[config.mk]
export PLATFORM = sky130hd
export DESIGN_NAME = cpuCore
export DESIGN_NICKNAME = d
export VERILOG_FILES = /design/src/cpuPkg.sv /design/src/decodeIf.sv /design/src/condCheck.sv /design/src/cpuCore.sv /design/src/executeStage.sv /design/src/instructionDecoder.sv /design/src/registerFile.sv
export VERILOG_INCLUDE_DIRS = /design/src
export SDC_FILE = /design/constraint.sdc
export NUM_CORES = 1
export LEC_CHECK = 0
export ABC_AREA = 0
export BUFFER_PORTS_ARGS = -buffer_cell sky130_fd_sc_hd__buf_2
export CORE_ASPECT_RATIO = 1.5
export CORE_MARGIN = 5
export CORE_UTILIZATION = 55
export DETAILED_ROUTE_END_ITERATION = 6
export GPL_ROUTABILITY_DRIVEN = 0
export PLACE_DENSITY = 0.81
export REMOVE_ABC_BUFFERS = 1
export SYNTH_ARGS = -nofsm -noshare
export SYNTH_HDL_FRONTEND = slang
export SYNTH_SLANG_ARGS = --single-unit
[constraint.sdc]
create_clock -name clock -period 4.7 [get_ports clock]
set_input_delay 0.235 -clock clock [delete_from_list [all_inputs] [get_ports clock]]
set_output_delay 0.235 -clock clock [all_outputs]
set_load 0.005 [all_outputs]
[src/cpu_consts.svh]
// instruction field positions, opcode values and flag indices, included by the decode and execute RTL
`ifndef CPU_CONSTS_SVH
`define CPU_CONSTS_SVH

// flag bit indices
`define FLAG_CARRY    0
`define FLAG_SIGN     1
`define FLAG_OVERFLOW 2
`define FLAG_ZERO     3

// instruction word fields
`define CORE_BIT 15
`define ALU_BIT  14
`define OP_HI    13
`define OP_LO    10
`define COND_HI  9
`define COND_LO  6
`define REGA_HI  5
`define REGA_LO  3
`define REGB_HI  2
`define REGB_LO  0
`define WIDE_HI  13
`define WIDE_LO  9
`define IMM_HI   7
`define IMM_LO   0

// ALU opcodes, 9 to 15 all decode as MOVB
`define OP_ADD 4'd0
`define OP_SUB 4'd1
`define OP_AND 4'd2
`define OP_OR  4'd3
`define OP_XOR 4'd4
`define OP_NOT 4'd5
`define OP_SHL 4'd6
`define OP_SHR 4'd7
`define OP_CMP 4'd8

// movi code in the opcode field
`define MOVI_CODE 4'd2

// first code of each wide opcode range, six codes per range
`define WIDE_MOVHI 5'd6
`define WIDE_MOVLI 5'd12
`define WIDE_MOVF  5'd18
`define WIDE_JUMP  5'd24
`define WIDE_SPAN  5'd6

`endif

[src/cpuPkg.sv]
// shared data types of the CPU core, referenced by scoped name from the RTL and testbench
package cpuPkg;

    // data and instruction word
    typedef logic [15:0] word_t;

    // register number, eight registers
    typedef logic [2:0] regIdx_t;

    // ALU selector, opcode in the upper four bits and bit 0 kept zero
    typedef logic [4:0] aluSel_t;

    // condition code, ALU table or jump table
    typedef logic [3:0] cond_t;

    // carry, sign, overflow, zero
    typedef logic [3:0] flags_t;

    typedef enum logic [3:0] {
        instrCore,
        instrAlu,
        instrLoadStore,
        instrMovi,
        instrMovli,
        instrMovhi,
        instrMovf,
        instrJump,
        instrNone
    } instrType_t;

endpackage

[src/decodeIf.sv]
// decoded instruction fields passed from the decoder to the execute stage, one item per cycle
`timescale 1ns/1ps

interface decodeIf;

    logic                valid;
    cpuPkg::instrType_t  instrType;
    cpuPkg::aluSel_t     sel;
    cpuPkg::regIdx_t     firstReg;
    cpuPkg::regIdx_t     secondReg;
    cpuPkg::cond_t       cond;
    // selects the jump condition table in condCheck
    logic                isJumpCond;
    logic [7:0]          imm;

    modport source (
        output valid, instrType, sel, firstReg, secondReg, cond, isJumpCond, imm
    );

    modport sink (
        input valid, instrType, sel, firstReg, secondReg, cond, isJumpCond, imm
    );

endinterface

[src/condCheck.sv]
// combinational condition evaluation against the flags, ALU table or jump table
`timescale 1ns/1ps
`include "cpu_consts.svh"

module condCheck (
    input  cpuPkg::cond_t   cond,
    input  logic            isJumpCond,
    input  cpuPkg::flags_t  flags,
    output logic            holds
);

    logic c, s, v, z;

    assign c = flags[`FLAG_CARRY];
    assign s = flags[`FLAG_SIGN];
    assign v = flags[`FLAG_OVERFLOW];
    assign z = flags[`FLAG_ZERO];

    always_comb begin
        holds = 1'b0;
        if (isJumpCond) begin
            // jump table, codes 6 and 7 never hold
            case (cond)
                4'd0:    holds = z;
                4'd1:    holds = !z;
                4'd2:    holds = !z && (s == v);
                4'd3:    holds = (s == v);
                4'd4:    holds = (s != v);
                4'd5:    holds = z && (s != v);
                default: holds = 1'b0;
            endcase
        end else begin
            case (cond)
                4'd0:  holds = z;
                4'd1:  holds = !z;
                4'd2:  holds = !z && (s == v);
                4'd3:  holds = (s != v);
                4'd4:  holds = (s == v);
                4'd5:  holds = z || (s != v);
                4'd6:  holds = c;
                4'd7:  holds = !c;
                4'd8:  holds = s;
                4'd9:  holds = !s;
                4'd10: holds = 1'b1;
                4'd11: holds = 1'b0;
                4'd12: holds = v;
                4'd13: holds = !v;
                4'd14: holds = c && !z;
                4'd15: holds = !c || z;
            endcase
        end
    end

endmodule

[src/cpuCore.sv]
// top level of the decode and execute path, takes an instruction stream and reports retires and jumps
`timescale 1ns/1ps

module cpuCore (
    input  logic             clock,
    input  logic             arstN,
    input  logic             instrValid,
    output logic             instrReady,
    input  cpuPkg::word_t    instrData,
    input  cpuPkg::regIdx_t  readAddr,
    output cpuPkg::word_t    readData,
    output cpuPkg::flags_t   flags,
    output logic             retireValid,
    output logic             jumpValid,
    output logic             jumpTaken,
    output cpuPkg::word_t    jumpTarget
);

    cpuPkg::regIdx_t readAddrA;
    cpuPkg::regIdx_t readAddrB;
    cpuPkg::word_t   readDataA;
    cpuPkg::word_t   readDataB;
    logic            writeEnable;
    cpuPkg::regIdx_t writeAddr;
    cpuPkg::word_t   writeData;

    // one word per cycle, only held off during reset
    assign instrReady = arstN;

    decodeIf decBus ();

    instructionDecoder decoderInst (
        .clock      (clock),
        .arstN      (arstN),
        .instrValid (instrValid),
        .instrData  (instrData),
        .dec        (decBus.source)
    );

    executeStage executeInst (
        .clock       (clock),
        .arstN       (arstN),
        .dec         (decBus.sink),
        .readAddrA   (readAddrA),
        .readAddrB   (readAddrB),
        .readDataA   (readDataA),
        .readDataB   (readDataB),
        .writeEnable (writeEnable),
        .writeAddr   (writeAddr),
        .writeData   (writeData),
        .flags       (flags),
        .retireValid (retireValid),
        .jumpValid   (jumpValid),
        .jumpTaken   (jumpTaken),
        .jumpTarget  (jumpTarget)
    );

    registerFile regFileInst (
        .clock       (clock),
        .arstN       (arstN),
        .readAddrA   (readAddrA),
        .readAddrB   (readAddrB),
        .debugAddr   (readAddr),
        .readDataA   (readDataA),
        .readDataB   (readDataB),
        .debugData   (readData),
        .writeEnable (writeEnable),
        .writeAddr   (writeAddr),
        .writeData   (writeData)
    );

endmodule

[src/executeStage.sv]
// execute stage, reads registers, checks the condition, runs ALU or move, writes back and retires
`timescale 1ns/1ps
`include "cpu_consts.svh"

module executeStage (
    input  logic             clock,
    input  logic             arstN,
    decodeIf.sink            dec,
    output cpuPkg::regIdx_t  readAddrA,
    output cpuPkg::regIdx_t  readAddrB,
    input  cpuPkg::word_t    readDataA,
    input  cpuPkg::word_t    readDataB,
    output logic             writeEnable,
    output cpuPkg::regIdx_t  writeAddr,
    output cpuPkg::word_t    writeData,
    output cpuPkg::flags_t   flags,
    output logic             retireValid,
    output logic             jumpValid,
    output logic             jumpTaken,
    output cpuPkg::word_t    jumpTarget
);

    cpuPkg::flags_t flagReg;
    cpuPkg::flags_t aluFlags;
    cpuPkg::word_t  aluRes;
    logic [3:0]     op;
    logic [16:0]    sum;
    logic [16:0]    diff;
    logic           carry;
    logic           ovf;
    logic           holds;
    logic           isAlu;

    assign readAddrA = dec.firstReg;
    assign readAddrB = dec.secondReg;
    assign writeAddr = dec.firstReg;
    assign op        = dec.sel[4:1];
    assign isAlu     = dec.valid && dec.instrType == cpuPkg::instrAlu;
    assign flags     = flagReg;

    // always sees the flags left by the previous instruction
    condCheck condCheckInst (
        .cond       (dec.cond),
        .isJumpCond (dec.isJumpCond),
        .flags      (flagReg),
        .holds      (holds)
    );

    assign sum  = {1'b0, readDataA} + {1'b0, readDataB};
    assign diff = {1'b0, readDataA} - {1'b0, readDataB};

    always_comb begin
        aluRes = readDataB;
        carry  = 1'b0;
        ovf    = 1'b0;
        case (op)
            `OP_ADD: begin
                aluRes = sum[15:0];
                carry  = sum[16];
                ovf    = (readDataA[15] == readDataB[15]) && (sum[15] != readDataA[15]);
            end
            // carry holds the borrow
            `OP_SUB, `OP_CMP: begin
                aluRes = diff[15:0];
                carry  = diff[16];
                ovf    = (readDataA[15] != readDataB[15]) && (diff[15] != readDataA[15]);
            end
            `OP_AND: aluRes = readDataA & readDataB;
            `OP_OR:  aluRes = readDataA | readDataB;
            `OP_XOR: aluRes = readDataA ^ readDataB;
            `OP_NOT: aluRes = ~readDataA;
            `OP_SHL: begin
                aluRes = {readDataA[14:0], 1'b0};
                carry  = readDataA[15];
            end
            `OP_SHR: begin
                aluRes = {1'b0, readDataA[15:1]};
                carry  = readDataA[0];
            end
            // MOVB
            default: aluRes = readDataB;
        endcase
        aluFlags                 = '0;
        aluFlags[`FLAG_CARRY]    = carry;
        aluFlags[`FLAG_OVERFLOW] = ovf;
        aluFlags[`FLAG_SIGN]     = aluRes[15];
        aluFlags[`FLAG_ZERO]     = (aluRes == '0);
    end

    // writeback mux, jumps and no-op types write nothing
    always_comb begin
        writeEnable = 1'b0;
        writeData   = aluRes;
        if (dec.valid) begin
            case (dec.instrType)
                cpuPkg::instrAlu:   writeEnable = holds && op != `OP_CMP;
                cpuPkg::instrMovi: begin
                    writeEnable = 1'b1;
                    writeData   = readDataB;
                end
                cpuPkg::instrMovhi: begin
                    writeEnable = 1'b1;
                    writeData   = {dec.imm, readDataA[7:0]};
                end
                cpuPkg::instrMovli: begin
                    writeEnable = 1'b1;
                    writeData   = {readDataA[15:8], dec.imm};
                end
                cpuPkg::instrMovf: begin
                    writeEnable = 1'b1;
                    writeData   = {12'b0, flagReg};
                end
                default: writeEnable = 1'b0;
            endcase
        end
    end

    always_ff @(posedge clock or negedge arstN) begin
        if (!arstN) begin
            flagReg     <= '0;
            retireValid <= 1'b0;
            jumpValid   <= 1'b0;
            jumpTaken   <= 1'b0;
        end else begin
            if (isAlu && holds) begin
                flagReg <= aluFlags;
            end
            retireValid <= dec.valid;
            jumpValid   <= dec.valid && dec.instrType == cpuPkg::instrJump;
            jumpTaken   <= dec.valid && dec.instrType == cpuPkg::instrJump && holds;
        end
    end

    // target is register A, reported whether taken or not
    always_ff @(posedge clock) begin
        if (dec.valid) begin
            jumpTarget <= readDataA;
        end
    end

endmodule

[src/instructionDecoder.sv]
// registered decoder, turns each accepted instruction word into fields on decodeIf one cycle later
`timescale 1ns/1ps
`include "cpu_consts.svh"

module instructionDecoder (
    input  logic           clock,
    input  logic           arstN,
    input  logic           instrValid,
    input  cpuPkg::word_t  instrData,
    decodeIf.source        dec
);

    cpuPkg::instrType_t nextType;
    cpuPkg::regIdx_t    nextFirst;
    cpuPkg::cond_t      nextCond;
    logic               nextIsJump;
    logic [4:0]         wide;

    assign wide = instrData[`WIDE_HI:`WIDE_LO];

    // priority order: core, ALU, load/store, movi, then the wide ranges
    always_comb begin
        nextType   = cpuPkg::instrNone;
        nextFirst  = instrData[`REGA_HI:`REGA_LO];
        nextCond   = instrData[`COND_HI:`COND_LO];
        nextIsJump = 1'b0;
        if (instrData[`CORE_BIT]) begin
            nextType = cpuPkg::instrCore;
        end else if (instrData[`ALU_BIT]) begin
            nextType = cpuPkg::instrAlu;
        end else if (instrData[`OP_HI -: 3] == 3'b000) begin
            nextType = cpuPkg::instrLoadStore;
        end else if (instrData[`OP_HI:`OP_LO] == `MOVI_CODE) begin
            nextType = cpuPkg::instrMovi;
        end else if (wide >= `WIDE_MOVHI && wide < `WIDE_MOVHI + `WIDE_SPAN) begin
            nextType  = cpuPkg::instrMovhi;
            nextFirst = cpuPkg::regIdx_t'(wide - `WIDE_MOVHI);
        end else if (wide >= `WIDE_MOVLI && wide < `WIDE_MOVLI + `WIDE_SPAN) begin
            nextType  = cpuPkg::instrMovli;
            nextFirst = cpuPkg::regIdx_t'(wide - `WIDE_MOVLI);
        end else if (wide >= `WIDE_MOVF && wide < `WIDE_MOVF + `WIDE_SPAN) begin
            nextType  = cpuPkg::instrMovf;
            nextFirst = cpuPkg::regIdx_t'(wide - `WIDE_MOVF);
        end else if (wide >= `WIDE_JUMP && wide < `WIDE_JUMP + `WIDE_SPAN) begin
            // target register stays in field A
            nextType   = cpuPkg::instrJump;
            nextCond   = cpuPkg::cond_t'(wide - `WIDE_JUMP);
            nextIsJump = 1'b1;
        end
    end

    always_ff @(posedge clock or negedge arstN) begin
        if (!arstN) begin
            dec.valid     <= 1'b0;
            dec.instrType <= cpuPkg::instrNone;
        end else begin
            dec.valid <= instrValid;
            if (instrValid) begin
                dec.instrType <= nextType;
            end
        end
    end

    // payload fields only move on an accepted word
    always_ff @(posedge clock) begin
        if (instrValid) begin
            dec.sel        <= {instrData[`OP_HI:`OP_LO], 1'b0};
            dec.firstReg   <= nextFirst;
            dec.secondReg  <= instrData[`REGB_HI:`REGB_LO];
            dec.cond       <= nextCond;
            dec.isJumpCond <= nextIsJump;
            dec.imm        <= instrData[`IMM_HI:`IMM_LO];
        end
    end

endmodule

[src/registerFile.sv]
// eight 16-bit registers, two combinational read ports, a debug read port and one write port
`timescale 1ns/1ps

module registerFile (
    input  logic             clock,
    input  logic             arstN,
    input  cpuPkg::regIdx_t  readAddrA,
    input  cpuPkg::regIdx_t  readAddrB,
    input  cpuPkg::regIdx_t  debugAddr,
    output cpuPkg::word_t    readDataA,
    output cpuPkg::word_t    readDataB,
    output cpuPkg::word_t    debugData,
    input  logic             writeEnable,
    input  cpuPkg::regIdx_t  writeAddr,
    input  cpuPkg::word_t    writeData
);

    cpuPkg::word_t regs [8];

    // architectural state, cleared so software starts from zero
    always_ff @(posedge clock or negedge arstN) begin
        if (!arstN) begin
            for (int i = 0; i < 8; i++) begin
                regs[i] <= '0;
            end
        end else if (writeEnable) begin
            regs[writeAddr] <= writeData;
        end
    end

    assign readDataA = regs[readAddrA];
    assign readDataB = regs[readAddrB];
    // readback for the top level
    assign debugData = regs[debugAddr];

endmodule
=== After elaboration in Yosys (flattened, before gate mapping) ===
Index checks and enable logic that the tools add are counted.

* Add/sub/neg operators: 6
* Magnitude comparators: 12
* Eq/ne operators: 37
* Multiplexer cells: 46
* Bitwise gates (word level): 7
* Reduce and logical (&&, ||, !) cells: 28

{| class="wikitable"
|+ Operators by type and width
! operator !! number
|-
| 16-bit binary-select mux with 3-bit select || 3
|-
| 128-bit bitwise mux || 1
|-
| 16-bit two-way mux || 8
|-
| 16-bit one-hot mux with 8 select lines || 1
|-
| 4-bit two-way mux || 16
|-
| 16-bit one-hot mux with 4 select lines || 1
|-
| 16-bit demux with 3-bit select || 1
|-
| 4-bit by 3-bit == test with 1-bit output (second input constant) || 12
|-
| 4-bit == test (second input constant) || 9
|-
| 4-bit by 2-bit == test with 1-bit output (second input constant) || 6
|-
| 3-bit two-way mux || 7
|-
| 16-bit by 16-bit adder with 17-bit output || 1
|-
| 16-bit by 16-bit subtractor with 17-bit output || 1
|-
| 16-bit AND || 1
|-
| 16-bit logical NOT || 1
|-
| 16-bit inverter || 1
|-
| 16-bit OR || 1
|-
| 1-bit one-hot mux with 16 select lines || 1
|-
| 16-bit bitwise XOR || 1
|-
| 1-bit logical AND || 15
|-
| 5-bit less-than comparator (second input constant) || 3
|-
| 4-bit by 1-bit == test with 1-bit output (second input constant) || 3
|-
| 4-bit >= comparator (second input constant) || 3
|-
| 3-bit inverter with 4-bit output || 3
|-
| 22 further kinds || 36
|}

* Flip-flop bits (word level): 179
* Bits of input ports: 22
* Output and inout bits: 40
* Word-level logic and storage cells: 157

=== Depth between registers and ports, before layout ===
* Depth after elaboration: 10
* Gate-level depth with buffers: 18
* Depth with buffers taken out: 15

=== Cells and area by module ===
From an unflattened synthesis, not the netlist that was laid out.

* Cell total of the unflattened synthesis: 1212
* Area, all modules: 14357.5 um^2

{| class="wikitable"
|+ Modules (own cells, without submodules)
! module !! times used !! cells each !! area each (um^2) !! seq. area each (um^2)
|-
| registerFile || 1 || 450 || 8071.5 || 3203.1
|-
| executeStage || 1 || 619 || 4704.5 || 655.6
|-
| instructionDecoder || 1 || 106 || 1307.5 || 726.9
|-
| condCheck || 1 || 36 || 266.5 || 0.0
|-
| cpuCore || 1 || 1 || 7.5 || 0.0
|}

=== Worst setup path after synthesis ===
OpenSTA, ideal clock, no wires.

* Kind: register -> register
* Start point: reg decoderInst.dec.imm[0] (netlist name)
* End point: reg executeInst.flagReg[3] (netlist: executeInst.flags[3])
* Setup time: 0.121 ns
* Arrival time: 4.354 ns
* Required time: 4.579 ns
* Slack: 0.225 ns
* Cell stages (with the launch flop): 17
* Buffers on the path: 3
* Path through: edfxtp_1 -> buf_2 -> buf_2 -> buf_2 -> mux4_2 -> mux2i_1 -> inv_1 -> ha_1 -> a2111oi_1 -> o21ai_1 -> a21oi_1 -> o221ai_1 -> or4b_1 -> and3_1 -> a22o_1 -> o21a_1 -> a22o_1

{| class="wikitable"
|+ RTL lines
! element !! line !! text
|-
| end signal, assigned || executeStage.sv:126 || <nowiki>flagReg <= aluFlags;</nowiki>
|-
| end, declared || executeStage.sv:23 || <nowiki>cpuPkg::flags_t flagReg;</nowiki>
|}

=== Worst setup path after layout ===
* Start point: reg decoderInst.dec.firstReg[1]
* End point: reg executeInst.flagReg[3] (netlist: executeInst.flags[3])

* Word-level cells in the longest chain between the ends: 7
* Elaborated cells on any way between the ends: 12
* Those cells by class: add/sub: 2; mux: 4; bitwise: 5; reduce/logical: 1

{| class="wikitable"
|+ RTL lines
! element !! line !! text
|-
| start, declared || decodeIf.sv:17 || <nowiki>output valid, instrType, sel, firstReg, secondReg, cond, isJumpCond, imm</nowiki>
|-
| start signal, assigned || instructionDecoder.sv:68 || <nowiki>dec.firstReg <= nextFirst;</nowiki>
|-
| 3-bit inverter with 4-bit output (implied by the code) * || registerFile.sv:31 || <nowiki>assign readDataA = regs[readAddrA];</nowiki>
|-
| 16-bit binary-select mux with 3-bit select * || registerFile.sv:31 ||
|-
| 16-bit two-way mux (implied by the code) * (2 in a row) || registerFile.sv:31 ||
|-
| named net executeInst.readDataA[0] || executeStage.sv:11 || <nowiki>input cpuPkg::word_t readDataA,</nowiki>
|-
| 16-bit by 16-bit subtractor with 17-bit output (tied with other cells) || executeStage.sv:50 || <nowiki>assign diff = {1'b0, readDataA} - {1'b0, readDataB};</nowiki>
|-
| 16-bit one-hot mux with 8 select lines * || executeStage.sv:56 || <nowiki>case (op)</nowiki>
|-
| 16-bit logical NOT * || executeStage.sv:87 || <nowiki>aluFlags[`FLAG_ZERO] = (aluRes == '0);</nowiki>
|}

Mark *: on every way through the listed nets, which the timed path passes. The rest lies on a longest branch. The select of a mux whose other input is x is not followed.
A chain may end at the register's enable or synchronous reset.

==> out/qor.yml <==
r2r-start: "decoderInst.dec.firstReg[1]$_DFFE_PP_"
dp_cells: 1611
rows: 70
crit_required_ns: 5.10
cp.arrival_ns: 4.95
synthCells: 1243
start_util_pct: 55.7
grt_pass1_wl_um: 69100
leakage_uw: 0.00657
antenna_found_initial: 0
p_total_uw: 8970
min_period_over_period_pct: 96.9
reg2reg_to: "executeInst.flags[3]$_DFFE_PN0P_"
postSynth.asyncResetShare_pct: 79.5
synth_top_area_share_pct: 25.6
synth-seq-cells: 176
ys_warn_count: 0
cts_root_buf: "clkbuf_16"
yosysSeqAreaShare_pct: 33.7
setup-violations-final: 0
port-buffer-count: 61
yosys-top-cells-area: "dfrtp_1 26%, mux2_2 14%, mux4_2 13%, edfxtp_1 7.9%, ha_1 5.1%"
end_kind: "flip-flop"
cts_tree: "built"
netlist_top_cells_count: "168 x mux2_2, 139 x dfrtp_1, 76 x mux4_2"
clock-sinks: 176
synth-main-ff-cell: "dfrtp_1"
drv_slew: 0
rsz0062_at_grt: "false"
core_area_sq_um: 24400
clock_path_buffers: 2
n_fill_cell: 1864
num_antenna_cells: 0
synth.most_common_cell: "mux2_2"
synth_top_cell_by_area: "dfrtp_1"
dr.pass1.iters: 7
avgSynthCellArea_sq_um: 10.9
syn_area_sq_um: 13600
slew_headroom_pct: 28.2
fin_tns_setup_ns: 0
min_period_ns: 4.56
die_h_um: 203
die_w_um: 138
drv_cap: 0
min_path_type: "in2reg"
tightest_slew_ns: 1.08
cp-startpoint: "decoderInst.dec.firstReg[1]$_DFFE_PP_"
rr_worst_depth: 17
cts_buffers: 17
die-area_sq_um: 28100
max-vdd-ir-drop_mv: 0.394
hp-start: "instrData[4]"
drive_gt1_share_pct: 34.2
drt_iter0_markers: 1612
clock_latency_ns: 0.46
reg2reg_slack_ns: 0.14
path_class: "reg2reg"
finClkSkew_ns: 0.0166
routed_wl_um: 44200
boundaryPins: 62
cp-endpoint: "executeInst.flags[3]$_DFFE_PN0P_"
fin_nets: 1394
fmax_ghz: 0.219
cp-start-kind: "flip-flop"
first_global_vias: 12000
synth.distinct_cells: 94
regArea_sq_um: 4590
path_clk_slew_ns: 0.07
hold_viol: 0
synth-edff-count: 36
stdcell_count: 1651
grt_overflow: 0
outcome: "finished, final reports clean"
wire_per_inst_um: 26.8
drtAntennaViolNets: 0
multi_input_comb_area_sq_um: 8460
vias: 11900
drcViolationCount: 0
areaGrowthSynthToFinish_pct: 12.4
p_per_area_nw_per_um2: 587
grt_max_degree: 110
grt_usage_pct: 31.8
dpl.hpwl_um: 31000
cp_max_fo: 41
viasPerCell: 7.23
h-tree-depth: 4
==> cell type report <==
| type | count | share of cell area (%) |
|---|---|---|
| timing repair buffer | 141 | 6.67 |
| clock buffer | 22 | 3.30 |
| sequential | 176 | 30.0 |
| inverter | 59 | 1.49 |
| multi-input combinational | 919 | 55.3 |
| tap | 324 | 2.65 |
| clock inverter | 10 | 0.630 |
==> metrics by stage <==
step / area [sq um] / hold slack [ns] / worst slack (ns) / utilization, %
2_1_floorplan: 13200 / -0.0606 / -0.282 / -
3_3_place_gp: 14500 / 0.413 / 0.0340 / 59.5
3_5_place_dp: 14500 / 0.414 / -0.0334 / 59.5
4_1_cts: 15200 / 0.00768 / 0.0487 / 62.3
5_1_grt: 15300 / 0.00938 / 0.00574 / 62.6
6_report: 15300 / 0.0146 / 0.144 / 62.6
==> repair_timing <==
item                       in CTS  in global routing
buffers inserted                0                  0
setup endpoints to repair       8                 66
hold endpoints to repair       49                  0
pin swaps                       0                  1
hold buffers                    8                  0
gates resized for setup         1                 19
==> metal layers <==
layer	part of all wire (%)	vias to the layer above	global-route usage, %
met5	0	-	0
met3	9.1	315	6.60
met4	9.0	0	22.9
met1	34	5813	36.3
li1	-	4944	-
met2	48	865	52.8
==> cells by family (layout without fill, tap and decap cells) <==
family | after synthesis | count (layout) | share of synthesized area (%)
AOI/OAI and AO/OA | 304 | 304 | 15.8
xor gates and xnor gates | 17 | 17 | 1.09
adders and majority gates | 58 | 58 | 5.44
buffers and inverters | 148 | 232 | 4.78
DFF | 176 | 176 | 33.7
muxes | 275 | 275 | 29.2
and+or+nand+nor | 265 | 265 | 9.98
==> where the power goes <==
group / total, uW / leakage (uW) / switching (uW) / internal (uW)
Combinational: 4800 / 0.00407 / 2560 / 2240
Sequential: 2710 / 0.00220 / 588 / 2120
Clock: 1460 / 0.000304 / 641 / 822
Total: 8970 / 0.00657 / 3790 / 5190
==> critical path: stages (launching register included) <==
cell	delay (ns)
edfxtp_1	0.37
buf_12	0.23
or2_2	0.28
o22ai_1	0.15
nor2_1	0.17
buf_4	0.18
inv_1	0.06
ha_1	0.21
fa_1	0.45
o21ba_2	0.24
nor4_2	0.24
o31a_1	0.29
xnor2_1	0.18
o221ai_2	0.17
a221oi_4	0.48
nand4b_1	0.18
nor4b_2	0.36
a22o_1	0.19
==> how the worst min path moves through the flow <==
| stage | endpoint | slack (ns) | depth (start not counted) |
|---|---|---|---|
| 2_1_floorplan | decoderInst.dec.instrType[0]$_DFFE_PN0P_ | -0.06 | 0 |
| 3_3_place_gp | regFileInst.regs[56]$_DFFE_PN0P_ | 0.41 | 1 |
| 3_5_place_dp | decoderInst.dec.imm[1]$_DFFE_PP_ | 0.41 | 1 |
| 4_1_cts | decoderInst.dec.imm[4]$_DFFE_PP_ | 0.008 | 1 |
| 5_1_grt | decoderInst.dec.imm[4]$_DFFE_PP_ | 0.009 | 1 |
| 6_report | decoderInst.dec.imm[4]$_DFFE_PP_ | 0.01 | 1 |
==> flip-flops by register name, summed over array words and instances (netlist names) <==
signal / count
decoderInst.dec.valid: 1
decoderInst.dec.firstReg: 3
executeInst.retireValid: 1
regFileInst.regs: 128
decoderInst.dec.isJumpCond: 1
executeInst.flags: 4
decoderInst.dec.imm: 8
decoderInst.dec.instrType: 4
decoderInst.dec.cond: 4
executeInst.jumpTaken: 1
decoderInst.dec.sel: 4
executeInst.jumpTarget: 16
executeInst.jumpValid: 1
==> layout by cell type, fill, tap and decap left out, types with 11 or more instances in the layout <==
cell and count:
o22ai_1 18, nor2_1 70, clkbuf_16 18, mux2_2 168
edfxtp_1 36, o21ai_0 38, o211ai_1 18, a211oi_1 13
nand2_1 68, o21bai_1 11, a221oi_1 27, nor3_1 11
ha_1 54, inv_1 55, buf_4 65, dfrtp_1 139
mux4_2 76, buf_2 60, nand3_1 21, a31oi_1 11
nor2b_1 17, a21oi_1 66, mux2i_1 24
Power figures use the tool's default switching activity.
